$ cat config.mk
export PLATFORM = sky130hd
export DESIGN_NAME = system_registers_flat
export DESIGN_NICKNAME = d
export VERILOG_FILES = /design/src/bus_types_pkg.sv /design/src/memory_map_pkg.sv /design/src/bus_if.sv /design/src/system_registers.sv /design/src/flat_wrapper.sv
export SDC_FILE = /design/constraint.sdc
export NUM_CORES = 1
export LEC_CHECK = 0
export BUFFER_PORTS_ARGS = -buffer_cell sky130_fd_sc_hd__buf_2
export CORE_MARGIN = 5
export CORE_UTILIZATION = 43
export CTS_CLUSTER_SIZE = 24
export DETAILED_ROUTE_END_ITERATION = 7
export PLACE_DENSITY = 0.76
export SLEW_MARGIN = 30
export SYNTH_ARGS = -nofsm -noshare
export SYNTH_HDL_FRONTEND = slang
export SYNTH_SLANG_ARGS = --single-unit
$ cat constraint.sdc
create_clock -name clock -period 2.3 [get_ports clock]
set_input_delay 0.23 -clock clock [delete_from_list [all_inputs] [get_ports clock]]
set_output_delay 0.23 -clock clock [all_outputs]
set_load 0.03 [all_outputs]
$ cat src/bus_types_pkg.sv
`default_nettype none

package bus_types_pkg;

	// ==================================================
	// Bus widths
	// ==================================================
	localparam int ADDR_WIDTH = 32;
	localparam int DATA_WIDTH = 32;
	localparam int LED_COUNT = 10;

	typedef logic [ADDR_WIDTH-1:0] addr_t;
	typedef logic [DATA_WIDTH-1:0] data_t;

	// Address fields
	typedef logic [3:0] region_t;
	typedef logic [3:0] far_device_t;
	typedef logic [2:0] reg_index_t;

	typedef logic [LED_COUNT-1:0] leds_t;

	// ==================================================
	// Bus owner and state machines
	// ==================================================
	typedef enum logic [1:0] {
		SOURCE_NONE = 2'd0,
		SOURCE_INSTRUCTION = 2'd1,
		SOURCE_DATA = 2'd2
	} bus_source_t;

	typedef enum logic [1:0] {ACCESS_IDLE, ACCESS_ISSUE, ACCESS_WAIT} access_state_t;
	typedef enum logic [1:0] {BRIDGE_IDLE, BRIDGE_FAR, BRIDGE_RESPOND} bridge_state_t;

endpackage

`default_nettype wire

$ cat src/memory_map_pkg.sv
`default_nettype none

package memory_map_pkg;

	// ==================================================
	// Main regions from address bits 31 to 28
	// ==================================================
	localparam bus_types_pkg::region_t REGION_RAM = 4'h2;
	localparam bus_types_pkg::region_t REGION_BRIDGE = 4'h5;

	// ==================================================
	// Far devices behind the bridge
	// ==================================================

	// Selected by address bits 27 to 24
	localparam bus_types_pkg::far_device_t FAR_SYSREG = 4'h9;

	// System register indices from address bits 4 to 2
	localparam bus_types_pkg::reg_index_t SYSREG_DEVICE_ID = 3'd0;
	localparam bus_types_pkg::reg_index_t SYSREG_LEDS = 3'd1;
	localparam bus_types_pkg::reg_index_t SYSREG_SCRATCH = 3'd2;

endpackage

`default_nettype wire

$ cat src/bus_if.sv
`timescale 1ns/1ps
`default_nettype none

interface bus_if;
	import bus_types_pkg::*;

	// Held by the master until ready
	logic request;
	logic rw;
	addr_t address;
	data_t wdata;

	// Rdata valid only in the ready cycle
	data_t rdata;
	logic ready;

	modport master (
		output request, rw, address, wdata,
		input rdata, ready
	);

	modport slave (
		input request, rw, address, wdata,
		output rdata, ready
	);

endinterface

`default_nettype wire

$ cat src/system_registers.sv
`timescale 1ns/1ps
`default_nettype none

module system_registers #(
	parameter bus_types_pkg::data_t DEVICE_ID = 32'd1
) (
	input wire clock,
	input wire i_rst_n,
	bus_if.slave bus,
	output bus_types_pkg::leds_t o_leds
);
	import bus_types_pkg::*;
	import memory_map_pkg::*;

	reg_index_t index;
	data_t scratch;
	logic access;

	assign index = bus.address[4:2];
	assign access = bus.request && !bus.ready;

	// Writes to the identifier and unknown indices fall through
	always_ff @(posedge clock or negedge i_rst_n) begin
		if (!i_rst_n) begin
			bus.ready <= 1'b0;
			o_leds <= '0;
			scratch <= '0;
		end else begin
			bus.ready <= access;
			if (access && bus.rw) begin
				case (index)
					SYSREG_LEDS: o_leds <= leds_t'(bus.wdata);
					SYSREG_SCRATCH: scratch <= bus.wdata;
					default: ;
				endcase
			end
		end
	end

	// Read mux
	always_ff @(posedge clock) begin
		if (access && !bus.rw) begin
			case (index)
				SYSREG_DEVICE_ID: bus.rdata <= DEVICE_ID;
				SYSREG_LEDS: bus.rdata <= data_t'(o_leds);
				SYSREG_SCRATCH: bus.rdata <= scratch;
				default: bus.rdata <= '0;
			endcase
		end
	end

endmodule

`default_nettype wire

$ cat src/flat_wrapper.sv
// flat-port wrapper written by rule: the top's interface ports become plain ports
module system_registers_flat import bus_types_pkg::*; import memory_map_pkg::*;
#(
	parameter bus_types_pkg::data_t DEVICE_ID = 32'd1
)
  (clock, i_rst_n, o_leds, bus_request, bus_rw, bus_address, bus_wdata, bus_rdata, bus_ready);
  bus_if bus_i ();
  input wire clock;
  input wire i_rst_n;
  output bus_types_pkg::leds_t o_leds;
  input wire logic [$bits(bus_i.request)-1:0] bus_request;
  input wire logic [$bits(bus_i.rw)-1:0] bus_rw;
  input wire logic [$bits(bus_i.address)-1:0] bus_address;
  input wire logic [$bits(bus_i.wdata)-1:0] bus_wdata;
  output wire logic [$bits(bus_i.rdata)-1:0] bus_rdata;
  output wire logic [$bits(bus_i.ready)-1:0] bus_ready;
  assign bus_i.request = bus_request;
  assign bus_i.rw = bus_rw;
  assign bus_i.address = bus_address;
  assign bus_i.wdata = bus_wdata;
  assign bus_rdata = bus_i.rdata;
  assign bus_ready = bus_i.ready;
  system_registers #(.DEVICE_ID(DEVICE_ID)) u_core (.clock(clock), .i_rst_n(i_rst_n), .bus(bus_i), .o_leds(o_leds));
endmodule
==> flow_summary.json <==
{
  "outcome": "completed",
  "ios": 111,
  "startpoint_type": "register",
  "num_vias": 1689,
  "fin_util_pct": 55.7,
  "hold_end": "u_core.scratch[10]",
  "cts_max_level": 3,
  "cts_resized": 0,
  "slew_violations": 0,
  "hold_depth": 2,
  "rr_endpoint": "u_core.scratch[26]",
  "yosys_warnings": 0,
  "syn-instance-count": 177,
  "end_kind": "register",
  "finalCritPeriodShare_pct": 73.6,
  "hpwl_mm": 3.81,
  "grt_pass1_vias": 1836,
  "tightest_slew_ns": 0.838,
  "antenna_found_initial": 0,
  "n_antenna_cell": 0,
  "cts_tree": "built",
  "period_needed_ns": 1.69,
  "ys_seq_area_share_pct": 70.9,
  "viasPerCell": 4.87,
  "die_area_sq_um": 8420,
  "fin_skew_ns": 0.00701,
  "grt_usage_pct": 13.5,
  "cts_hold_repair.buffers": 1,
  "rows": 29,
  "drt-met1-wl_mm": 2.25,
  "criticalPathCategory": "reg2reg",
  "hold_viol_final": 0,
  "crit_fanout": 19,
  "drt-pass1-iter-count": 4,
  "avgSynthCellArea_sq_um": 16.2,
  "irDropWorstVdd_mv": 0.530,
  "place.gp.congestion": 0.712,
  "routed.top_layer": "met4",
  "cts_buffers": 9,
  "core-area_sq_um": 6420,
  "start_util_pct": 44.7,
  "p_leak_nw": 1.64,
  "relSlewSlack_pct": 44.0,
  "wl_met2_mm": 2.78,
  "cts.clk_slew.worst_paths_ns": 0.07,
  "cts_buffer_depth": 2,
  "synth_edf_count": 32,
  "cts_root_buf": "clkbuf_8",
  "async_flop_share_pct": 57.3,
  "clk_latency_ns": 0.32,
  "met3WireLength_um": 337,
  "rr_startpoint": "u_core.bus.ready",
  "ant_nets": 0,
  "synthToLayoutAreaGrowth_pct": 24.6,
  "fp.dieH_um": 91.7,
  "fmax_mhz": 591,
  "num-fill-cells": 530,
  "synth_fp_nets": 245,
  "port_buffers": 81,
  "ff2ff_setup_slack_ns": 0.61,
  "power_mw": 3.01,
  "drt_wl_total_mm": 5.41,
  "die_width_um": 91.7,
  "syn_area_sq_um": 2870,
  "grt_pass1_wl_mm": 8.96,
  "drt_iter0_markers": 41,
  "drive_gt1_share_pct": 42.6,
  "ys_ff_latch": 75,
  "wl_per_cell_um": 15.6,
  "cts_setup_buffers": 0,
  "max_cap_violations": 0,
  "grt-ovfl-total": 0,
  "nNetsFinal": 335,
  "hold_path.class": "in2reg",
  "power.density_nw_per_um2": 842,
  "ys.flop_type": "dfrtp_1",
  "tns_ns": 0,
  "reg2regPathDepth": 4,
  "hold_start": "bus_wdata[10]",
  "ys_types": 20,
  "grt_max_degree": 25,
  "clock_sinks": 75,
  "drc": 0,
  "required_ns": 2.50,
  "rsz0062_at_grt": "false",
  "worst_ep_arrival_time_ns": 1.90,
  "finalSetupViolations": 0
}
==> state kept, by name, summed over array words and instances (netlist names) <==
name,cells
u_core.bus.rdata,32
u_core.scratch,32
u_core.o_leds,10
u_core.bus.ready,1
==> metrics by stage <==
stage	area, sq um	std cells	hold WS [ns]	worst slack (ns)
finish	3580	347	0.118	0.608
global route	3580	347	0.0990	0.528
CTS	3580	347	0.101	0.577
detailed placement	3400	332	0.252	0.367
global placement	3400	332	0.239	0.395
floorplan	2880	177	-0.0656	0.354
==> synthesized netlist by cell type (all sizes together) (2+ instances only) <==
cell type	instances	area share, %
mux2	42	16
a22oi	9	2.4
edfxtp	32	33
clkbuf	3	0.48
dfrtp	43	37
buf	5	1.1
nor2b	4	0.87
nor2	9	1.2
and2	22	4.8
nand2	2	0.35
==> cell usage in the layout (no fill, tap or decap) <==
cell type	instances
buf_2	81
mux2_2	12
clkinv_2	1
mux2_1	30
clkbuf_8	11
nor2_1	9
clkbuf_1	1
inv_1	1
and4bb_2	1
nor2b_4	1
a21oi_1	1
and2_1	22
and2b_1	1
edfxtp_1	32
nor2b_1	3
a21o_1	1
a22oi_1	9
nand2b_1	1
dlygate4sd3_1	1
buf_4	3
dfrtp_1	43
buf_12	2
nand2_2	2
clkinvlp_4	1
==> cell type report <==
| class | count | area, sq um | area share (%) |
|---|---|---|---|
| clock buffers | 12 | 155 | 4.34 |
| inverters | 1 | 3.75 | 0.105 |
| multi-input cells | 93 | 796 | 22.2 |
| well taps | 77 | 96.3 | 2.69 |
| repair buffers | 87 | 478 | 13.4 |
| flip-flops and latches | 75 | 2040 | 56.9 |
| clock inverters | 2 | 12.5 | 0.350 |
==> cell families (layout without fill, tap and decap cells) <==
group	after synthesis	after routing	share of synthesized area, %
mux	42	42	16.5
compound gates	11	11	2.79
buf+inv	9	102	1.74
flops	75	75	70.9
simple gates	40	40	8.10
==> worst max path at each step <==
stage	depth (start not counted)	endpoint	startpoint	slack [ns]
after floorplan	2	u_core.bus.rdata[0]	u_core.bus.ready	0.35
after global routing	4	u_core.scratch[21]	u_core.bus.ready	0.53
after detailed placement	4	u_core.o_leds[5]	bus_address[2]	0.37
final	4	u_core.scratch[26]	u_core.bus.ready	0.61
after global placement	4	u_core.o_leds[8]	bus_address[2]	0.40
after CTS	4	u_core.scratch[12]	u_core.bus.ready	0.58
==> critical path, cell delays in order (launching register included) <==
cell	delay, ns
dfrtp_1	0.40
and4bb_2	0.33
nand2_2	0.26
buf_12	0.27
mux2_1	0.32
==> metal layers <==
metal | up-vias | track usage [%]
li1 | 806 | -
met5 | - | 0
met3 | 4 | 3.11
met2 | 60 | 23.0
met4 | 0 | 6.31
met1 | 819 | 16.4
==> power breakdown <==
group          total (mW)  leakage (nW)  switching (mW)  internal (mW)
Sequential           1.69         0.843          0.0911           1.60
Clock               0.861        0.0843           0.423          0.438
Combinational       0.461         0.710           0.262          0.199
(Power assumes the default switching activity.)
