[config.mk]
export PLATFORM = sky130hd
export DESIGN_NAME = far_bridge_flat
export DESIGN_NICKNAME = d
export VERILOG_FILES = /design/src/bus_types_pkg.sv /design/src/memory_map_pkg.sv /design/src/bus_if.sv /design/src/far_bridge.sv /design/src/flat_wrapper.sv
export SDC_FILE = /design/constraint.sdc
export NUM_CORES = 1
export LEC_CHECK = 0
export BUFFER_PORTS_ARGS = -buffer_cell sky130_fd_sc_hd__buf_4
export CAP_MARGIN = 15
export CORE_MARGIN = 5
export CORE_UTILIZATION = 39
export CTS_CLUSTER_DIAMETER = 200
export CTS_CLUSTER_SIZE = 14
export DETAILED_ROUTE_END_ITERATION = 6
export PLACE_DENSITY = 0.86
export SLEW_MARGIN = 20
export SYNTH_ARGS = -nofsm -noshare
export SYNTH_HDL_FRONTEND = slang
export SYNTH_SLANG_ARGS = --single-unit
[constraint.sdc]
create_clock -name clock -period 2.5 [get_ports clock]
set_input_delay 0.25 -clock clock [delete_from_list [all_inputs] [get_ports clock]]
set_output_delay 0.25 -clock clock [all_outputs]
set_load 0.02 [all_outputs]
[src/bus_types_pkg.sv]
`default_nettype none

package bus_types_pkg;

	// ==================================================
	// Bus widths
	// ==================================================
	localparam int ADDR_WIDTH = 32;
	localparam int DATA_WIDTH = 32;
	localparam int LED_COUNT = 10;

	typedef logic [ADDR_WIDTH-1:0] addr_t;
	typedef logic [DATA_WIDTH-1:0] data_t;

	// Address fields
	typedef logic [3:0] region_t;
	typedef logic [3:0] far_device_t;
	typedef logic [2:0] reg_index_t;

	typedef logic [LED_COUNT-1:0] leds_t;

	// ==================================================
	// Bus owner and state machines
	// ==================================================
	typedef enum logic [1:0] {
		SOURCE_NONE = 2'd0,
		SOURCE_INSTRUCTION = 2'd1,
		SOURCE_DATA = 2'd2
	} bus_source_t;

	typedef enum logic [1:0] {ACCESS_IDLE, ACCESS_ISSUE, ACCESS_WAIT} access_state_t;
	typedef enum logic [1:0] {BRIDGE_IDLE, BRIDGE_FAR, BRIDGE_RESPOND} bridge_state_t;

endpackage

`default_nettype wire

[src/memory_map_pkg.sv]
`default_nettype none

package memory_map_pkg;

	// ==================================================
	// Main regions from address bits 31 to 28
	// ==================================================
	localparam bus_types_pkg::region_t REGION_RAM = 4'h2;
	localparam bus_types_pkg::region_t REGION_BRIDGE = 4'h5;

	// ==================================================
	// Far devices behind the bridge
	// ==================================================

	// Selected by address bits 27 to 24
	localparam bus_types_pkg::far_device_t FAR_SYSREG = 4'h9;

	// System register indices from address bits 4 to 2
	localparam bus_types_pkg::reg_index_t SYSREG_DEVICE_ID = 3'd0;
	localparam bus_types_pkg::reg_index_t SYSREG_LEDS = 3'd1;
	localparam bus_types_pkg::reg_index_t SYSREG_SCRATCH = 3'd2;

endpackage

`default_nettype wire

[src/bus_if.sv]
`timescale 1ns/1ps
`default_nettype none

interface bus_if;
	import bus_types_pkg::*;

	// Held by the master until ready
	logic request;
	logic rw;
	addr_t address;
	data_t wdata;

	// Rdata valid only in the ready cycle
	data_t rdata;
	logic ready;

	modport master (
		output request, rw, address, wdata,
		input rdata, ready
	);

	modport slave (
		input request, rw, address, wdata,
		output rdata, ready
	);

endinterface

`default_nettype wire

[src/far_bridge.sv]
`timescale 1ns/1ps
`default_nettype none

module far_bridge (
	input wire clock,
	input wire i_rst_n,
	bus_if.slave near,
	bus_if.master far
);
	import bus_types_pkg::*;
	import memory_map_pkg::*;

	bridge_state_t state;
	far_device_t device;
	logic start_far;
	logic answer_zero;

	assign device = near.address[27:24];
	assign start_far = (state == BRIDGE_IDLE) && near.request && (device == FAR_SYSREG);
	assign answer_zero = (state == BRIDGE_IDLE) && near.request && (device != FAR_SYSREG);

	// ==================================================
	// Bridge FSM
	// ==================================================
	always_ff @(posedge clock or negedge i_rst_n) begin
		if (!i_rst_n) begin
			state <= BRIDGE_IDLE;
			far.request <= 1'b0;
			near.ready <= 1'b0;
		end else begin
			case (state)
				BRIDGE_IDLE: begin
					if (start_far) begin
						far.request <= 1'b1;
						state <= BRIDGE_FAR;
					end else if (answer_zero) begin
						near.ready <= 1'b1;
						state <= BRIDGE_RESPOND;
					end
				end
				BRIDGE_FAR: begin
					if (far.ready) begin
						far.request <= 1'b0;
						near.ready <= 1'b1;
						state <= BRIDGE_RESPOND;
					end
				end
				BRIDGE_RESPOND: begin
					// Near request drops while ready is high
					near.ready <= 1'b0;
					state <= BRIDGE_IDLE;
				end
				default: state <= BRIDGE_IDLE;
			endcase
		end
	end

	// Far access fields and near read data
	always_ff @(posedge clock) begin
		if (start_far) begin
			far.rw <= near.rw;
			far.address <= near.address;
			far.wdata <= near.wdata;
		end
		if (answer_zero)
			near.rdata <= '0;
		else if (state == BRIDGE_FAR && far.ready)
			near.rdata <= far.rdata;
	end

endmodule

`default_nettype wire

[src/flat_wrapper.sv]
// flat-port wrapper written by rule: the top's interface ports become plain ports
module far_bridge_flat import bus_types_pkg::*; import memory_map_pkg::*;
  (clock, i_rst_n, near_request, near_rw, near_address, near_wdata, near_rdata, near_ready, far_request, far_rw, far_address, far_wdata, far_rdata, far_ready);
  bus_if near_i ();
  bus_if far_i ();
  input wire clock;
  input wire i_rst_n;
  input wire logic [$bits(near_i.request)-1:0] near_request;
  input wire logic [$bits(near_i.rw)-1:0] near_rw;
  input wire logic [$bits(near_i.address)-1:0] near_address;
  input wire logic [$bits(near_i.wdata)-1:0] near_wdata;
  output wire logic [$bits(near_i.rdata)-1:0] near_rdata;
  output wire logic [$bits(near_i.ready)-1:0] near_ready;
  output wire logic [$bits(far_i.request)-1:0] far_request;
  output wire logic [$bits(far_i.rw)-1:0] far_rw;
  output wire logic [$bits(far_i.address)-1:0] far_address;
  output wire logic [$bits(far_i.wdata)-1:0] far_wdata;
  input wire logic [$bits(far_i.rdata)-1:0] far_rdata;
  input wire logic [$bits(far_i.ready)-1:0] far_ready;
  assign near_i.request = near_request;
  assign near_i.rw = near_rw;
  assign near_i.address = near_address;
  assign near_i.wdata = near_wdata;
  assign near_rdata = near_i.rdata;
  assign near_ready = near_i.ready;
  assign far_request = far_i.request;
  assign far_rw = far_i.rw;
  assign far_address = far_i.address;
  assign far_wdata = far_i.wdata;
  assign far_i.rdata = far_rdata;
  assign far_i.ready = far_ready;
  far_bridge u_core (.clock(clock), .i_rst_n(i_rst_n), .near(near_i), .far(far_i));
endmodule
==> results of run 1 <==
state kept, by name, indices dropped and copies added, names as in the netlist:
| name | count |
|---|---|
| u_core.far.address | 32 |
| u_core.far.request | 1 |
| u_core.far.rw | 1 |
| u_core.far.wdata | 32 |
| u_core.near.rdata | 32 |
| u_core.near.ready | 1 |
| u_core.state | 2 |
placed cells by master, fill, tap and decap left out:
cell             n
nor2b_2          1
inv_1            1
dlygate4sd3_1    1
clkinv_4         4
a21oi_2         11
buf_4          201
o21ai_0          1
buf_12           1
edfxtp_1        65
nand2b_1         1
clkbuf_8         9
a21o_1           1
and3b_1          1
dfrtp_1          4
dfxtp_1         32
inv_2            1
a21oi_1         21
nand3b_2         1
a221o_1          1
and4bb_2         1
nand2_1         68
inv_8            2
nor3b_2          1
layout make-up:
| type | count | share of cell area [%] |
|---|---|---|
| clock buffers | 9 | 2.43 |
| clock inverters | 6 | 1.13 |
| inverters | 2 | 0.147 |
| multi-input cells | 109 | 10.6 |
| flip-flops and latches | 101 | 52.9 |
| well taps | 105 | 2.58 |
| repair buffers | 203 | 30.2 |
cell families after synthesis:
kind of cell,Yosys count
AO/OA/AOI/OAI,35
buffers and inverters,13
flip-flops,101
AND/OR/NAND/NOR,74
worst max-delay path: stages (launching register included):
cell,delay (ns)
dfrtp_1,0.41
nand3b_2,0.67
nand2_1,0.30
a21oi_2,0.07
worst max path at each step:
| stage | endpoint | slack [ns] | cells past startpoint |
|---|---|---|---|
| after global placement | u_core.far.wdata[12]$_DFFE_PP_ | 1.01 | 5 |
| after detailed placement | u_core.near.rdata[6]$_SDFFE_PP0P_ | 0.91 | 3 |
| after floorplan | u_core.far.address[0]$_DFFE_PP_ | 0.11 | 3 |
| after global routing | u_core.near.rdata[6]$_SDFFE_PP0P_ | 0.76 | 3 |
| after CTS | u_core.near.rdata[6]$_SDFFE_PP0P_ | 0.89 | 3 |
| final | u_core.near.rdata[9]$_SDFFE_PP0P_ | 0.92 | 3 |
power by group through the flow:
stage	sequential (mW)	combinational, mW	clock [mW]
finish	1.82	0.267	0.946
global route	1.82	0.285	1.05
CTS	1.82	0.270	0.985
detailed placement	1.86	0.267	0
global placement	1.86	0.259	0
floorplan	1.89	0.0640	0
layer usage:
metal	GRT usage [%]	routed length (µm)	vias to the layer above
li1	-	-	1176
met1	17.7	3220	1123
met2	28.9	4680	123
met3	5.35	993	9
met4	4.84	78	0
met5	0	0	-
==> results.toml, run 1 <==
[run_status]
status = "finished, final reports clean"

[power]
clock_power_share_pct = 31.2
switching_share_pct = 23.0
p_sw_mw = 0.698
p_int_mw = 2.33
powerDensity_mw_per_mm2 = 596
p_seq_share_pct = 60.0
p_leak_nw = 2.12
ir_drop_v = 0.000250
p_comb_share_pct = 8.8
p_total_mw = 3.03

[grt]
grt_pass1_vias = 2367
grt_pass1_wl_mm = 12.6
grt_max_degree = 66
grt_usage_pct = 16.0
antenna_found_initial = 0
grt_overflow = 0

[logic_synthesis]
synth_top_cell_area_share_pct = 58.2
synth_top_family_by_area = "simple AND/OR/NAND/NOR gates"
syn_inst = 223
ys.flop_type = "edfxtp_1"
synth_edf_count = 65
synth.mux.area_fraction_pct = 0
syn_area_mm2 = 0.00335
synth_seq_cells = 101
syn_avg_cell_area_um2 = 15.0
yosysMostFrequentCell = "nand2_1"
synth_cell_types = 19
yosysSeqAreaShare_pct = 80.3
yosys.area_share.adder_pct = 0
synth_compound_area_share_pct = 6.68
yosysWarnings = 0
yosys-top-cells-area = "edfxtp_1 58%, dfxtp_1 19%, nand2_1 7.6%, a21oi_1 3.1%, dfrtp_1 3.0%"
synth_nets = 324
synth_area_leader_cell = "edfxtp_1"
async_flop_share_pct = 3.96
synth-xor-area-share_pct = 0
synth_common_cells = "68 x nand2_1, 65 x edfxtp_1, 32 x dfxtp_1, 21 x a21oi_1, 11 x a21oi_2"
synthSimpleGateAreaFrac_pct = 9.41

[worst_setup_path]
r2r_slack_ns = 0.92
critPathRequiredTime_ns = 2.73
rr_worst_depth = 3
startpoint_type = "flip-flop"
worst_r2r_startpoint = "u_core.state[1]$_DFFE_PN0P_"
cp-end-kind = "flip-flop"
crit_start = "u_core.state[1]$_DFFE_PN0P_"
arrival_ns = 1.81
timing.rr.end = "u_core.near.rdata[9]$_SDFFE_PP0P_"
critPathMaxFanout = 34
path_class = "flip-flop to flip-flop"

[route]
drc = 0
routed_wl_mm = 8.97
viasPerCell = 4.54
wire_per_inst_um = 16.8
first_iter_violations = 92
detailroute.via_count = 2431
dr.pass1.iters = 4
ant_nets = 0

[place]
postPlaceCellArea_mm2 = 0.00490
place_congestion = 0.785
preCtsSetupSlack_ns = 0.911
dp.cells = 519
place_hpwl_mm = 6.93
placement.io_buffers = 199

[sta]
hold-worst-slack_ns = 0.0658
final-setup-viol-count = 0
finalMaxSlewViolations = 0
timing.final.crit_share_pct = 63.1
hold_viol = 0
worst_pin_slew_ns = 0.711
worst_slack_ns = 0.922
fmax_mhz = 634
rsz0062_at_grt = "false"
final.setup.tns_ns = 0
max_slew_margin_pct = 52.3
fin_crit_ns = 1.58
skew_ns = 0.00913

[cts]
clkTransAtPathRegs_ns = 0.10
cts_root_buffer = "clkbuf_8"
clkLatencyLatePin_ns = 0.35
cts_tree = "yes"
clock-sinks = 101
cts-resized-gates = 0
cts_buffers = 9
h-tree-depth = 3
cts_hold_buffers = 1
post_cts_buffers = 0
cts_max_path_buffers = 2

[layout]
drive_gt1_share_pct = 54.2
finalNetCount = 527
nFillCells = 621
antenna_cells = 0
regArea_mm2 = 0.00269
multi_input_area_um2 = 539
design_area_mm2 = 0.00509
final_util_pct = 61.3
syn_to_final_growth_pct = 51.9
final_cells = 535

[floorplanning]
coreArea_mm2 = 0.00830
core.rowCount = 33
die_width_um = 103
pin_count = 200
fp.dieH_um = 103
dieArea_mm2 = 0.0105
start_util_pct = 40.4

[hold_path]
min_path_type = "input port to flip-flop"
hp-start = "near_address[8]"
whs_path_depth = 1
hold_end = "u_core.far.address[8]$_DFFE_PP_"

[flow_run]
maxCapViolCount = 0
No activity file was read; power rests on OpenSTA's default activity.
==> inputs of run 2 (changes only) <==
--- a/config.mk
+++ b/config.mk
@@ -8,11 +8,11 @@
 export BUFFER_PORTS_ARGS = -buffer_cell sky130_fd_sc_hd__buf_4
 export CAP_MARGIN = 15
 export CORE_MARGIN = 5
-export CORE_UTILIZATION = 39
+export CORE_UTILIZATION = 43
 export CTS_CLUSTER_DIAMETER = 200
 export CTS_CLUSTER_SIZE = 14
 export DETAILED_ROUTE_END_ITERATION = 6
-export PLACE_DENSITY = 0.86
+export PLACE_DENSITY = 0.89
 export SLEW_MARGIN = 20
 export SYNTH_ARGS = -nofsm -noshare
 export SYNTH_HDL_FRONTEND = slang
==> constraint.sdc (replaced) <==
create_clock -name clock -period 1.6 [get_ports clock]
set_input_delay 0.16 -clock clock [delete_from_list [all_inputs] [get_ports clock]]
set_output_delay 0.16 -clock clock [all_outputs]
set_load 0.02 [all_outputs]
==> results.toml, run 2 (same netlist as run 1, synthesis figures left out) <==
[route]
detailroute.via_count = 2981
dr.pass1.iters = 5
first_iter_violations = 236
ant_nets = 0
wire_per_inst_um = 22.1
viasPerCell = 4.96
met3WireLength_mm = 1.74
met1_length_mm = 4.81
drc = 0
routed_wl_mm = 13.3
top_layer = "met4"
wl_met2_mm = 6.45

[cts]
clock-sinks = 101
cts_root_buffer = "clkbuf_8"
cts_max_path_buffers = 2
cts_tree = "yes"
cts_buffers = 9
clkLatencyLatePin_ns = 0.37
h-tree-depth = 3
clkTransAtPathRegs_ns = 0.10

[worst_setup_path]
crit_buf_inv = 2
path_class = "flip-flop to flip-flop"
critPathRequiredTime_ns = 1.67
crit_start = "u_core.state[0]$_DFFE_PN0P_"
arrival_ns = 1.63
worst_r2r_startpoint = "u_core.state[0]$_DFFE_PN0P_"
critPathMaxFanout = 30
startpoint_type = "flip-flop"
cp-end-kind = "flip-flop"
crit_path_max_incr_delay_ns = 0.46
crit_chain = "nor3b_2, nand2_2, clkinvlp_4, buf_12"
crit_slowest_cell = "dfrtp_1"
cp_top_family = "flip-flops"

[power]
powerDensity_mw_per_mm2 = 895
p_leak_nw = 2.43
ir_drop_v = 0.000622
p_total_mw = 5.22

[place]
postPlaceCellArea_mm2 = 0.00495
preCtsSetupSlack_ns = 0.0909
place_hpwl_mm = 7.32
place_congestion = 0.789
dp.cells = 519
placement.io_buffers = 199

[sta]
hold-worst-slack_ns = 0.0461
skew_ns = 0.0238
hold_viol = 0
timing.final.crit_share_pct = 97.4
max_slew_margin_pct = 75.1
worst_pin_slew_ns = 0.373
fin_crit_ns = 1.56
final-setup-viol-count = 0
fmax_mhz = 642
rsz0062_at_grt = "false"
finalMaxSlewViolations = 0
final.setup.tns_ns = 0
worst_slack_ns = 0.0413

[floorplanning]
coreArea_mm2 = 0.00765
core.rowCount = 32
fp.dieH_um = 98.3
pin_count = 200
die_width_um = 98.3
dieArea_mm2 = 0.00966
start_util_pct = 43.8

[grt]
grt_usage_pct = 26.9
antenna_found_initial = 0
grt_pass1_vias = 3097
grt_pass1_wl_mm = 19.3
grt_max_degree = 35
grt_overflow = 0

[layout]
final_util_pct = 76.3
syn_to_final_growth_pct = 74.1
finalNetCount = 595
reg_top3 = "u_core.far.address x32, u_core.far.wdata x32, u_core.near.rdata x32"
design_area_mm2 = 0.00583
antenna_cells = 0
layout_common_cells = "201 x buf_4, 67 x nand2_1, 66 x dlygate4sd3_1"
final_cells = 601
drive_gt1_share_pct = 47.7
mostFrequentLayoutCell = "buf_4"

[flow_run]
maxCapViolCount = 0

[hold_path]
hp-start = "far_rdata[11]"
min_path_type = "input port to flip-flop"

[run_status]
status = "finished, final reports clean"
## run 2: worst paths after layout
| path | end | slack, ns | depth (start not counted) |
|---|---|---|---|
| max | u_core.far.wdata[10]$_DFFE_PP_ | 0.04 | 4 |
| min | u_core.near.rdata[11]$_SDFFE_PP0P_ | 0.05 | 3 |
| max reg2reg | u_core.far.wdata[10]$_DFFE_PP_ | 0.04 | 4 |
| min reg2reg | u_core.near.rdata[25]$_SDFFE_PP0P_ | 0.46 | 2 |
| max in group asynchronous | u_core.state[0]$_DFFE_PN0P_ | 1.35 | 2 |
| min in group asynchronous | u_core.near.ready$_DFFE_PN0P_ | 0.14 | 2 |
## run 2: area by class of cell
| cell class | count | area (µm²) |
|---|---|---|
| multi-input combinational | 109 | 542 |
| fill | 427 | 1810 |
| timing repair buffer | 271 | 2240 |
| sequential | 101 | 2690 |
| tap | 102 | 128 |
| clock buffer | 10 | 138 |
| inverter | 2 | 11.3 |
| clock inverter | 6 | 78.8 |
## run 2: metal layers
layer / vias to the layer above / GRT usage, %
li1: 1314 / -
met1: 1403 / 32.5
met2: 242 / 44.4
met3: 22 / 11.7
met4: 0 / 7.04
met5: - / 0
## run 2: timing repair
item	CTS	global route
hold buffers	66	0
setup endpoints to repair	0	18
hold endpoints to repair	69	0
setup buffers	0	0
resized for setup	0	3
## run 2: worst min-delay path, delay by kind of cell
| family | cells | cell delay [ns] |
|---|---|---|
| AO/OA/AOI/OAI | 1 | 0.05 |
| buffers and inverters | 1 | 0.11 |
| AND/OR/NAND/NOR | 1 | 0.04 |
## run 2: report_power, final
part	leakage, nW	total (mW)	switching [mW]	internal (mW)
logic	1.42	0.603	0.250	0.354
registers	0.893	2.85	0.0325	2.82
clock network	0.110	1.77	0.970	0.798
total	2.43	5.22	1.25	3.97
