`src/bus_types_pkg.sv`:
```
`default_nettype none

package bus_types_pkg;

	// ==================================================
	// Bus widths
	// ==================================================
	localparam int ADDR_WIDTH = 32;
	localparam int DATA_WIDTH = 32;
	localparam int LED_COUNT = 10;

	typedef logic [ADDR_WIDTH-1:0] addr_t;
	typedef logic [DATA_WIDTH-1:0] data_t;

	// Address fields
	typedef logic [3:0] region_t;
	typedef logic [3:0] far_device_t;
	typedef logic [2:0] reg_index_t;

	typedef logic [LED_COUNT-1:0] leds_t;

	// ==================================================
	// Bus owner and state machines
	// ==================================================
	typedef enum logic [1:0] {
		SOURCE_NONE = 2'd0,
		SOURCE_INSTRUCTION = 2'd1,
		SOURCE_DATA = 2'd2
	} bus_source_t;

	typedef enum logic [1:0] {ACCESS_IDLE, ACCESS_ISSUE, ACCESS_WAIT} access_state_t;
	typedef enum logic [1:0] {BRIDGE_IDLE, BRIDGE_FAR, BRIDGE_RESPOND} bridge_state_t;

endpackage

`default_nettype wire

```
`src/memory_map_pkg.sv`:
```
`default_nettype none

package memory_map_pkg;

	// ==================================================
	// Main regions from address bits 31 to 28
	// ==================================================
	localparam bus_types_pkg::region_t REGION_RAM = 4'h2;
	localparam bus_types_pkg::region_t REGION_BRIDGE = 4'h5;

	// ==================================================
	// Far devices behind the bridge
	// ==================================================

	// Selected by address bits 27 to 24
	localparam bus_types_pkg::far_device_t FAR_SYSREG = 4'h9;

	// System register indices from address bits 4 to 2
	localparam bus_types_pkg::reg_index_t SYSREG_DEVICE_ID = 3'd0;
	localparam bus_types_pkg::reg_index_t SYSREG_LEDS = 3'd1;
	localparam bus_types_pkg::reg_index_t SYSREG_SCRATCH = 3'd2;

endpackage

`default_nettype wire

```
`src/bus_if.sv`:
```
`timescale 1ns/1ps
`default_nettype none

interface bus_if;
	import bus_types_pkg::*;

	// Held by the master until ready
	logic request;
	logic rw;
	addr_t address;
	data_t wdata;

	// Rdata valid only in the ready cycle
	data_t rdata;
	logic ready;

	modport master (
		output request, rw, address, wdata,
		input rdata, ready
	);

	modport slave (
		input request, rw, address, wdata,
		output rdata, ready
	);

endinterface

`default_nettype wire

```
`src/bus_decoder.sv`:
```
`timescale 1ns/1ps
`default_nettype none

module bus_decoder (
	input wire clock,
	input wire i_rst_n,
	bus_if.slave bus,
	bus_if.master ram,
	bus_if.master bridge,
	input wire bus_types_pkg::bus_source_t i_owner,
	output logic o_bus_fault,
	output bus_types_pkg::addr_t o_fault_address,
	output bus_types_pkg::bus_source_t o_fault_source
);
	import bus_types_pkg::*;
	import memory_map_pkg::*;

	region_t region;
	addr_t local_address;
	logic ram_select;
	logic bridge_select;
	logic fault_start;

	assign region = bus.address[31:28];
	assign ram_select = (region == REGION_RAM);
	assign bridge_select = (region == REGION_BRIDGE);
	assign local_address = {4'h0, bus.address[27:0]};

	// ==================================================
	// Forward requests to the selected region
	// ==================================================
	assign ram.request = bus.request && ram_select;
	assign ram.rw = bus.rw;
	assign ram.address = local_address;
	assign ram.wdata = bus.wdata;

	assign bridge.request = bus.request && bridge_select;
	assign bridge.rw = bus.rw;
	assign bridge.address = local_address;
	assign bridge.wdata = bus.wdata;

	// Unmapped regions answer with zero from the fault pulse
	always_comb begin
		if (ram_select) begin
			bus.rdata = ram.rdata;
			bus.ready = ram.ready;
		end else if (bridge_select) begin
			bus.rdata = bridge.rdata;
			bus.ready = bridge.ready;
		end else begin
			bus.rdata = '0;
			bus.ready = o_bus_fault;
		end
	end

	// ==================================================
	// Fault diagnostics
	// ==================================================
	assign fault_start = bus.request && !ram_select && !bridge_select && !o_bus_fault;

	always_ff @(posedge clock or negedge i_rst_n) begin
		if (!i_rst_n) begin
			o_bus_fault <= 1'b0;
			o_fault_address <= '0;
			o_fault_source <= SOURCE_NONE;
		end else begin
			o_bus_fault <= fault_start;
			if (fault_start) begin
				o_fault_address <= bus.address;
				o_fault_source <= i_owner;
			end
		end
	end

endmodule

`default_nettype wire

```
`src/flat_wrapper.sv`:
```
// flat-port wrapper written by rule: the top's interface ports become plain ports
module bus_decoder_flat import bus_types_pkg::*; import memory_map_pkg::*;
  (clock, i_rst_n, i_owner, o_bus_fault, o_fault_address, o_fault_source, bus_request, bus_rw, bus_address, bus_wdata, bus_rdata, bus_ready, ram_request, ram_rw, ram_address, ram_wdata, ram_rdata, ram_ready, bridge_request, bridge_rw, bridge_address, bridge_wdata, bridge_rdata, bridge_ready);
  bus_if bus_i ();
  bus_if ram_i ();
  bus_if bridge_i ();
  input wire clock;
  input wire i_rst_n;
  input wire bus_types_pkg::bus_source_t i_owner;
  output logic o_bus_fault;
  output bus_types_pkg::addr_t o_fault_address;
  output bus_types_pkg::bus_source_t o_fault_source;
  input wire logic [$bits(bus_i.request)-1:0] bus_request;
  input wire logic [$bits(bus_i.rw)-1:0] bus_rw;
  input wire logic [$bits(bus_i.address)-1:0] bus_address;
  input wire logic [$bits(bus_i.wdata)-1:0] bus_wdata;
  output wire logic [$bits(bus_i.rdata)-1:0] bus_rdata;
  output wire logic [$bits(bus_i.ready)-1:0] bus_ready;
  output wire logic [$bits(ram_i.request)-1:0] ram_request;
  output wire logic [$bits(ram_i.rw)-1:0] ram_rw;
  output wire logic [$bits(ram_i.address)-1:0] ram_address;
  output wire logic [$bits(ram_i.wdata)-1:0] ram_wdata;
  input wire logic [$bits(ram_i.rdata)-1:0] ram_rdata;
  input wire logic [$bits(ram_i.ready)-1:0] ram_ready;
  output wire logic [$bits(bridge_i.request)-1:0] bridge_request;
  output wire logic [$bits(bridge_i.rw)-1:0] bridge_rw;
  output wire logic [$bits(bridge_i.address)-1:0] bridge_address;
  output wire logic [$bits(bridge_i.wdata)-1:0] bridge_wdata;
  input wire logic [$bits(bridge_i.rdata)-1:0] bridge_rdata;
  input wire logic [$bits(bridge_i.ready)-1:0] bridge_ready;
  assign bus_i.request = bus_request;
  assign bus_i.rw = bus_rw;
  assign bus_i.address = bus_address;
  assign bus_i.wdata = bus_wdata;
  assign bus_rdata = bus_i.rdata;
  assign bus_ready = bus_i.ready;
  assign ram_request = ram_i.request;
  assign ram_rw = ram_i.rw;
  assign ram_address = ram_i.address;
  assign ram_wdata = ram_i.wdata;
  assign ram_i.rdata = ram_rdata;
  assign ram_i.ready = ram_ready;
  assign bridge_request = bridge_i.request;
  assign bridge_rw = bridge_i.rw;
  assign bridge_address = bridge_i.address;
  assign bridge_wdata = bridge_i.wdata;
  assign bridge_i.rdata = bridge_rdata;
  assign bridge_i.ready = bridge_ready;
  bus_decoder u_core (.clock(clock), .i_rst_n(i_rst_n), .bus(bus_i), .ram(ram_i), .bridge(bridge_i), .i_owner(i_owner), .o_bus_fault(o_bus_fault), .o_fault_address(o_fault_address), .o_fault_source(o_fault_source));
endmodule
```
`config.mk`:
```
export PLATFORM = sky130hd
export DESIGN_NAME = bus_decoder_flat
export DESIGN_NICKNAME = d
export VERILOG_FILES = /design/src/bus_types_pkg.sv /design/src/memory_map_pkg.sv /design/src/bus_if.sv /design/src/bus_decoder.sv /design/src/flat_wrapper.sv
export SDC_FILE = /design/constraint.sdc
export NUM_CORES = 1
export LEC_CHECK = 0
export ABC_AREA = 1
export BUFFER_PORTS_ARGS = -buffer_cell sky130_fd_sc_hd__buf_4
export CORE_AREA = 10 10 124 126
export CTS_BUF_LIST = sky130_fd_sc_hd__clkbuf_2
export CTS_CLUSTER_SIZE = 25
export DETAILED_ROUTE_END_ITERATION = 12
export DIE_AREA = 0 0 134 136
export GPL_TIMING_DRIVEN = 0
export REMOVE_ABC_BUFFERS = 1
export SYNTH_ARGS = -nofsm -noshare
export SYNTH_HDL_FRONTEND = slang
export SYNTH_SLANG_ARGS = --single-unit
```
`constraint.sdc`:
```
create_clock -name clock -period 1.7 [get_ports clock]
set_input_delay 0.17 -clock clock [delete_from_list [all_inputs] [get_ports clock]]
set_output_delay 0.17 -clock clock [all_outputs]
set_load 0.05 [all_outputs]
```
==> out/qor.csv, run 1 <==
stage,metric,value,unit
outcome,outcome,finished clean,
placed_design,dp_slack,-852,ps
floorplan,row_count,42,
sta,hold_violations,0,
detailed_routing,dr_total_vias,2961,
sta,worst_slew_pin_slew,809,ps
floorplan,fp.dieW,134,um
yosys,syn_avg_cell_area,7.33,sq um
clock_tree,clkTransAtPathRegs,170,ps
sta,timing.fmax,616,MHz
yosys,synthDistinctLibCells,17,
floorplan,dieArea,0.0182,sq mm
min_path,min_path_type,in2reg,
global_route,overflow,0,
floorplan,initial_core_util,0.229,
clock_tree,clkSinkCount,35,
detailed_routing,drcViolationCount,0,
min_path,whs_path_depth,3,
global_route,grt_pass1_wl,18900,um
floorplan,core,0.0130,sq mm
layout,post-route-cell-area,0.00400,sq mm
setup_path,path_class,in2out,
placed_design,dp_hpwl,10500,um
placed_design,dpl-instance-area,0.00382,sq mm
clock_tree,cts_tree,done,
global_route,grt_pass1_vias,3245,
sta,clock_skew,8.21,ps
power_and_ir_drop,power.density,843,mW/mm^2
detailed_routing,drt_wl_total,13400,um
placed_design,gp_congestion,0.797,
power_and_ir_drop,p_leak,0.00227,uW
yosys,ys.warnings.count,0,
yosys,post-synth-top-area-fraction,0.328,
setup_path,crit_arrival,1450,ps
min_path,min_delay_worst_endpoint,u_core.o_fault_address[30],
setup_path,reg2reg_setup_slack,220,ps
placed_design,numPortBuffers,228,
global_route,antenna_found_initial,0,
layout,nets,641,
global_route,grt.total_usage,0.134,
sta,min_period,1620,ps
power_and_ir_drop,vdd_drop_max,0.291,mV
setup_path,start_kind,primary input,
sta,finalCritPeriodShare,0.955,
sta,relSlewSlack,0.460,
min_path,min_from,bus_address[30],
sta,maxSlewViolCount,0,
detailed_routing,firstDrtPassIters,4,
setup_path,r2r-end,u_core.o_fault_address[18],
layout,fillers,1399,
global_route,grt_max_degree,38,
detailed_routing,routedWlPerCell,19.6,um
setup_path,path_max_fanout,36,
layout,drive_above_1_share,0.490,
layout,layout_common_cells,"buf_4, nand2_1, nand3_1, dfrtp_1, nand4_1",
sta,finalSetupViolCount,0,
clock_tree,clockBufferDepth,2,
clock_tree,h-tree-depth,2,
layout,multi_input_area,0.00104,sq mm
clock_tree,clock-root-buffer,clkbuf_2,
job,drv_cap,0,
layout,area_growth,34.3,%
detailed_routing,drt_iter0_markers,36,
layout,regArea,876,sq um
setup_path,worstSetupEndpointType,primary output,
clock_tree,clk_latency,370,ps
yosys,synth_top_area_cell,buf_4,
sta,whs,50.5,ps
yosys,synth_area,0.00297,sq mm
yosys,syn-instance-count,406,
detailed_routing,ant_nets,0,
floorplan,die_h,136,um
layout,final_common_cell,buf_4,
setup_path,timing.rr.start,u_core.o_bus_fault,
setup_path,cp.required,1530,ps
layout,antenna_cells,0,
detailed_routing,vias_per_cell,4.34,
power_and_ir_drop,p_total,3370,uW
floorplan,io_pins,336,
yosys,synth_area_leaders,"buf_4, dfrtp_1, nand2_1, nand4_1, nand3_1",
yosys,ys_ff_latch,35,
sta,post-route-worst-setup-slack,75.8,ps
clock_tree,cts_made_buffers,5,
setup_path,rr_worst_depth,3,
yosys,ys_seq_area_frac,0.294,
==> cells by family (layout without fill, tap and decap cells) <==
group,Yosys count,count (layout),synth area share
simple gates,213,215,0.324
other cells,1,8,0.00126
flops,35,35,0.294
buf+inv,157,248,0.380
==> cell usage after synthesis, drive strengths merged <==
library cell    n
buf           143
nand2         138
nand3          36
dfrtp          35
nand4          32
clkbuf          8
inv             6
nor2            6
conb            1
nand3b          1
==> registers in the layout, indices dropped and copies added (netlist names) <==
register	count
u_core.o_fault_source	2
u_core.o_fault_address	32
u_core.o_bus_fault	1
==> stage by stage <==
stage | cells | util | setup TNS, ps
3_5_place_dp | 666 | 0.295 | -44180
6_report | 682 | 0.308 | 0
2_1_floorplan | 262 | - | -1460
3_3_place_gp | 666 | 0.295 | -40110
5_1_grt | 682 | 0.308 | -20.8
4_1_cts | 682 | 0.306 | 0
==> power by group <==
part	internal (uW)	total, uW	leakage (uW)	switching, uW
Combinational	543	1800	0.00180	1260
Clock	242	521	0.0000404	278
Sequential	967	1040	0.000430	76.1
Total	1750	3370	0.00227	1620
==> cell type report <==
| class | instances | area share |
|---|---|---|
| tap | 176 | 0.0551 |
| sequential | 35 | 0.219 |
| clock inverter | 3 | 0.00971 |
| clock buffer | 5 | 0.00626 |
| timing repair buffer | 234 | 0.442 |
| inverter | 6 | 0.00814 |
| multi-input combinational | 223 | 0.259 |
==> critical path, cell delays in order <==
cell and delay [ps]:
buf_4 140, inv_1 60, nor2_2 200, nand2_8 230, inv_8 230, nand2_1 80
nand2_1 110, buf_4 220
==> how the worst max path moves through the flow <==
stage / startpoint / endpoint / slack (ps) / cells after the start
floorplan: bus_address[29] / bridge_request / -280 / 3
CTS: bus_address[31] / bus_rdata[11] / 2 / 7
global placement: bus_address[29] / u_core.o_fault_address[1] / -780 / 6
finish: bus_address[29] / bus_rdata[11] / 80 / 8
global route: bus_address[29] / bus_rdata[31] / -10 / 8
detailed placement: bus_address[29] / u_core.o_fault_address[0] / -850 / 6
==> layer usage <==
metal / track usage / share of wire
met1: 0.153 / 0.40
met2: 0.173 / 0.38
met3: 0.125 / 0.20
met4: 0.0296 / 0.014
met5: 0.0388 / 0.0060
==> repair_timing <==
action,in CTS,in global routing
hold buffers,4,0
pin swaps,2,0
gates cloned,2,0
setup endpoints to repair,69,33
endpoints found under the hold margin,38,0
setup buffers,2,0
gates resized for setup,6,3
Note: power is estimated with default switching activity, not from simulation.
==> run 2: changes to the inputs <==
Settings changed: ABC_AREA 1 to default, CORE_AREA 10 10 124 126 to 10 10 121 123, DIE_AREA 0 0 134 136 to 0 0 131 133.
==> run 2 against run 1 <==
Net effect:
- non-clock buffer count grew 39
- cell area up 2.6%
- final cell count decreased by 16%
- via count fell by 19%
- global-route usage is 0.52 points lower
- setup slack gained 14 ps
- area after synthesis decreased by 10%
- highest routed layer unchanged
- clock-buffer cell count rose by 2
- critical endpoint is now u_core.o_fault_address[25]
==> out/qor.csv, run 2 <==
stage,metric,value,unit,change
setup_path,cp.required,1980,ps,+450 ps
floorplan,die_h,133,um,-2.2%
detailed_routing,wl_met2,4940,um,-1.9%
detailed_routing,drt_wl_total,12400,um,-7.4%
global_route,antenna_found_initial,0,,unchanged
clock_tree,h-tree-depth,2,,unchanged
yosys,post-synth-top-area-fraction,0.365,,+0.0369
floorplan,initial_core_util,0.216,,-0.0129
yosys,syn_avg_cell_area,10.5,sq um,+44%
yosys,async_reset_ff_frac,1.00,,unchanged
setup_path,crit_arrival,1890,ps,+440 ps
clock_tree,cts_made_buffers,5,,unchanged
yosys,ys.warnings.count,0,,unchanged
layout,largest_reg_flops,32,,unchanged
yosys,synth_top_area_cell,buf_4,,
detailed_routing,routedWlPerCell,21.6,um,+10%
power_and_ir_drop,p_leak,0.00208,uW,-8.3%
global_route,grt_pass1_wl,17000,um,-10%
placed_design,numPortBuffers,228,,unchanged
clock_tree,clkSinkCount,35,,unchanged
floorplan,row_count,41,,-2.4%
floorplan,io_pins,336,,unchanged
global_route,grt.total_usage,0.129,,-0.00519
yosys,synthFlopType,dfrtp_1,,
job,drv_cap,0,,unchanged
layout,final_common_cell,buf_4,,
floorplan,core,0.0124,sq mm,-4.8%
setup_path,path_class,reg2reg,,
sta,finalSetupViolCount,0,,unchanged
yosys,ys_ff_latch,35,,unchanged
sta,hold_violations,0,,unchanged
sta,timing.fmax,621,MHz,+0.87%
layout,largestRegisters,"u_core.o_fault_address (32), u_core.o_fault_source (2), u_core.o_bus_fault (1)",,
yosys,synth_area_leaders,"buf_4, dfrtp_1, mux2_1, a22o_1, mux2_2",,
sta,finalCritPeriodShare,0.947,,-0.00826
layout,drive_above_1_share,0.639,,+0.149
setup_path,reg2reg_setup_slack,90,ps,-130 ps
yosys,synth_edf_count,0,,unchanged
min_path,min_path_type,in2reg,,
detailed_routing,route.met3.wl,2890,um,+7.8%
setup_path,crit_end,u_core.o_fault_address[25],,
sta,maxSlewViolCount,0,,unchanged
global_route,grt_pass1_vias,2724,,-16%
layout,regArea,876,sq um,unchanged
layout,final_cell_count_no_fill,574,,-16%
placed_design,gp_congestion,0.676,,-15%
detailed_routing,dr_total_vias,2391,,-19%
clock_tree,clock-root-buffer,clkbuf_2,,
detailed_routing,drt_iter0_markers,25,,-31%
layout,area_growth,53.3,%,
yosys,synth_area,0.00267,sq mm,-10%
detailed_routing,top_layer_used,met5,,
layout,layout_common_cells,"buf_4, dfrtp_1, dlygate4sd3_1",,
setup_path,path_max_fanout,19,,-47%
min_path,min_from,bus_address[29],,
global_route,grt_max_degree,36,,-5.3%
detailed_routing,vias_per_cell,4.17,,-4.1%
power_and_ir_drop,p_total,3370,uW,about the same
detailed_routing,wl_met1,4320,um,-20%
detailed_routing,firstDrtPassIters,4,,unchanged
setup_path,rr_worst_depth,4,,+1
power_and_ir_drop,vdd_drop_max,0.471,mV,+62%
yosys,ys_seq_area_frac,0.328,,+0.0331
layout,antenna_cells,0,,unchanged
layout,multi_input_area,797,sq um,-23%
global_route,overflow,0,,unchanged
clock_tree,clkTransAtPathRegs,210,ps,+40 ps
clock_tree,clockBufferDepth,2,,unchanged
sta,clock_skew,21.8,ps,+13.6 ps
outcome,outcome,finished clean,,
placed_design,dp_hpwl,9960,um,-5.3%
detailed_routing,ant_nets,0,,unchanged
yosys,netlist_top_cells_count,"buf_4, dfrtp_1, a22o_1",,
sta,rsz0062_at_grt,no,,
setup_path,timing.rr.start,u_core.o_bus_fault,,
clock_tree,cts_tree,done,,
layout,top_register,u_core.o_fault_address,,
sta,min_period,1610,ps,-14.0 ps
yosys,synth.most_common_cell,buf_4,,
setup_path,r2r-end,u_core.o_fault_address[25],,
floorplan,fp.dieW,131,um,-2.2%
placed_design,dp_cells,524,,-21%
yosys,syn-instance-count,254,,-37%
setup_path,start_kind,flop,,
power_and_ir_drop,power.density,822,mW/mm^2,-2.5%
yosys,synthDistinctLibCells,21,,+4
layout,nets,537,,-16%
setup_path,critical_path.startpoint,u_core.o_bus_fault,,
clock_tree,clk_latency,390,ps,+20 ps
floorplan,dieArea,0.0174,sq mm,-4.4%
setup_path,worstSetupEndpointType,flop,,
detailed_routing,drcViolationCount,0,,unchanged
layout,fillers,1242,,-11%
==> run 2: cell types whose count changed after synthesis, sizes merged, moves of 2 or more <==
cell / delta
nand2: -137
nand3: -36
a22o: +32
mux2: +32
nand4: -32
buf: -8
nor2: -5
inv: -4
clkbuf: -3
and2: +2
o2bb2ai: +2
==> run 2: final cells by class <==
class                           instances  area share
Sequential cell                        35       0.214
Clock inverter                          1     0.00122
Tap cell                              172      0.0525
Timing Repair Buffer                  273       0.528
Multi-Input combinational cell         84       0.195
Inverter                                2     0.00183
Clock buffer                            7     0.00855
==> run 2: layer usage <==
layer  vias to the layer above  global-route usage
li1                       1014                   -
met1                      1102               0.130
met2                       259               0.181
met3                        14               0.125
met4                         2              0.0315
met5                         -              0.0525
==> run 2: worst min-delay path by stage <==
stage	endpoint	slack [ps]	cells after the start
after floorplan	u_core.o_bus_fault	-130	0
after global placement	u_core.o_fault_address[3]	170	1
after detailed placement	u_core.o_fault_address[17]	160	1
after CTS	u_core.o_fault_address[29]	2	2
after global routing	u_core.o_fault_address[29]	1	2
final	u_core.o_fault_address[29]	60	2
==> run 2: logic make-up after synthesis <==
logic type,after synthesis,share of synthesized area
AO/OA/AOI/OAI,35,0.113
flip-flops,35,0.328
multiplexers,33,0.139
other,1,0.00140
AND/OR/NAND/NOR,8,0.0285
buffers and inverters,142,0.391
==> run 2: report_power, final <==
part / internal (uW) / switching (uW)
Sequential: 981 / 73.9
Clock: 112 / 297
Combinational: 658 / 1240
Total: 1750 / 1620
==> run 2: what timing repair did <==
action,4_1_cts,5_1_grt
setup buffers,6,2
setup endpoints to repair,69,20
gates cloned,0,1
hold endpoints to repair,67,0
gates resized for setup,0,2
pin swaps,3,2
hold buffers,33,0
==> run 2: worst max-delay path: stages, from the launching register on <==
cell and delay (ps):
dfrtp_1 420, nand2b_2 210, nor3_4 310, buf_12 210
mux2_1 340
==> run 2: through the flow <==
step | TNS (ps) | area [sq um] | hold slack [ps] | setup WS, ps | util
after floorplan | -170310 | 1660 | -126 | -2950 | -
after global placement | -280100 | 3590 | 166 | -4700 | 0.290
after detailed placement | -24830 | 3640 | 163 | -555 | 0.295
after CTS | 0 | 4070 | 1.69 | 16.9 | 0.329
after global routing | 0 | 4100 | 1.43 | 11.9 | 0.331
final | 0 | 4100 | 62.9 | 89.8 | 0.331
==> run 3: changes to the inputs <==
Settings changed: MAX_ROUTING_LAYER from default to met4, REMOVE_ABC_BUFFERS 1 to default.
==> run 3 against run 2 <==
Net effect:
- critical path depth rose by 2
- setup slack improved by 0.70 ps
- combinational power grew 36%
- global-route usage rose by 2.4 points
- via count up 26%
- sequential power barely moved
- largest cell class unchanged
==> out/qor.csv, run 3 (synthesized netlist as in run 2, its figures left out) <==
stage,metric,value,unit,change
detailed_routing,drcViolationCount,0,,unchanged
setup_path,crit_arrival,1440,ps,-450 ps
clock_tree,clk_latency,380,ps,about the same
placed_design,dp_cells,727,,+39%
global_route,grt_pass1_wl,20000,um,+18%
clock_tree,clockBufferDepth,2,,unchanged
layout,area_growth,108,%,
setup_path,critical_path.startpoint,bus_address[31],,
layout,final_cell_count_no_fill,772,,+34%
layout,largest_reg_flops,32,,unchanged
detailed_routing,routedWlPerCell,18.4,um,-15%
sta,hold_violations,0,,unchanged
placed_design,gp_congestion,0.840,,+24%
detailed_routing,drt_iter0_markers,86,,+240%
setup_path,crit_top_cell,buf_4,,
placed_design,dp_hpwl,12400,um,+25%
setup_path,timing.rr.start,u_core.o_bus_fault,,
setup_path,start_kind,primary input,,
setup_path,cp_num_cells,6,,+2
setup_path,max_stage_delay,270,ps,-150 ps
min_path,min_path_type,in2reg,,
detailed_routing,vias_per_cell,3.91,,-6.2%
layout,drive_above_1_share,0.756,,+0.117
layout,layout_common_cells,"buf_4, dfrtp_1, a22o_1, dlygate4sd3_1, mux2_1",,
layout,nets,734,,+37%
floorplan,row_count,41,,unchanged
floorplan,dieArea,0.0174,sq mm,unchanged
sta,maxSlewViolCount,0,,unchanged
clock_tree,cts_made_buffers,5,,unchanged
setup_path,rr_worst_depth,5,,+1
layout,final_common_cell,buf_4,,
global_route,grt_max_degree,36,,unchanged
power_and_ir_drop,power.density,722,mW/mm^2,-12%
clock_tree,clkSinkCount,35,,unchanged
setup_path,reg2reg_setup_slack,170,ps,+80 ps
setup_path,path_cells,"buf_4, nor4bb_1, buf_2, clkbuf_2, and2_1, buf_4",,
setup_path,path_class,in2out,,
setup_path,crit_end,bridge_request,,
detailed_routing,dr_total_vias,3016,,+26%
clock_tree,clkTransAtPathRegs,180,ps,-30 ps
floorplan,io_pins,336,,unchanged
setup_path,cp.buffers_inverters,4,,+3
sta,finalSetupTns,0,ps,unchanged
global_route,grt.total_usage,0.153,,+0.0242
outcome,outcome,finished clean,,
floorplan,initial_core_util,0.216,,unchanged
sta,timing.fmax,621,MHz,about the same
floorplan,core,0.0124,sq mm,unchanged
detailed_routing,firstDrtPassIters,4,,unchanged
sta,clock_skew,15.8,ps,-5.97 ps
setup_path,critical-path-slowest-cell,buf_2,,
setup_path,cp.required,1530,ps,-450 ps
global_route,overflow,0,,unchanged
clock_tree,clock-root-buffer,clkbuf_2,,
detailed_routing,drt_wl_total,14200,um,+15%
setup_path,path_max_fanout,10,,-9
clock_tree,cts_tree,done,,
sta,finalCritPeriodShare,0.947,,about the same
detailed_routing,ant_nets,0,,unchanged
placed_design,numPortBuffers,294,,+29%
setup_path,cp_top_family,buffers and inverters,,
clock_tree,h-tree-depth,2,,unchanged
sta,finalSetupViolCount,0,,unchanged
sta,min_period,1610,ps,-0.704 ps
floorplan,die_h,133,um,unchanged
layout,largestRegisters,"u_core.o_fault_address (32), u_core.o_fault_source (2), u_core.o_bus_fault (1)",,
setup_path,worstSetupEndpointType,primary output,,
power_and_ir_drop,vdd_drop_max,0.542,mV,+15%
floorplan,fp.dieW,131,um,unchanged
power_and_ir_drop,p_leak,0.00302,uW,+45%
global_route,antenna_found_initial,1,,+1
global_route,grt_pass1_vias,3316,,+22%
job,drv_cap,0,,unchanged
layout,top_register,u_core.o_fault_address,,
setup_path,r2r-end,u_core.o_fault_address[27],,
run 3: cell types whose count changed in the layout (fill, tap and decap cells not counted), moves of 2 or more:
cell      before  now
buf_4        235  428
buf_2          1    3
clkinv_1       0    2
buf_6          2    4
run 3: metal layers:
metal | wire length (um) | track usage | vias up
met5 | 0 | - | -
met4 | 315 | 0.0488 | 0
met3 | 1560 | 0.0539 | 20
met2 | 7100 | 0.269 | 195
met1 | 5240 | 0.154 | 1392
li1 | - | - | 1409
run 3: metrics by stage:
step | power (uW) | hold slack (ps) | util | cell area, sq um | setup slack [ps]
final | 4010 | 46.5 | 0.449 | 5550 | 90.5
after global routing | 4190 | 1.83 | 0.449 | 5550 | -1.19
after CTS | 4070 | 0.389 | 0.448 | 5540 | 45.7
after detailed placement | 3590 | 160 | 0.415 | 5130 | -330
after global placement | 3580 | 161 | 0.415 | 5130 | -261
after floorplan | 2730 | -126 | - | 2710 | 10.8
run 3: repair_timing:
action	4_1_cts	5_1_grt
pin swaps	2	0
buffers inserted	6	0
endpoints found under the hold margin	66	0
gates resized for setup	4	4
hold buffers	32	0
endpoints found under the setup margin	59	14
run 3: report_power, final:
part | total [uW] | internal, uW | switching [uW]
registers | 1060 | 981 | 76.3
logic | 2580 | 949 | 1630
clock network | 372 | 99.0 | 273
run 3: worst min path at each step:
stage / start / endpoint / cells after the start
5_1_grt: bus_address[18] / u_core.o_fault_address[18] / 2
6_report: bus_address[19] / u_core.o_fault_address[19] / 2
4_1_cts: bus_address[19] / u_core.o_fault_address[19] / 2
2_1_floorplan: i_rst_n / u_core.o_bus_fault / 0
3_5_place_dp: i_rst_n / u_core.o_fault_address[21] / 1
3_3_place_gp: i_rst_n / u_core.o_fault_address[8] / 1
run 3: worst register-to-register path, delay by kind of cell (launching register included):
kind | cells | cell delay [ps]
flops | 1 | 440
simple gates | 2 | 360
mux | 1 | 330
buf+inv | 2 | 310
run 3: layout make-up:
cell class / count / area, sq um
antenna: 1 / 2.50
clock buffer: 6 / 30.0
clock inverter: 2 / 7.51
timing repair buffer: 332 / 2590
sequential: 35 / 877
multi-input combinational: 84 / 787
inverter: 2 / 7.51
buffer: 138 / 1040
tap: 172 / 215
fill: 1178 / 6810
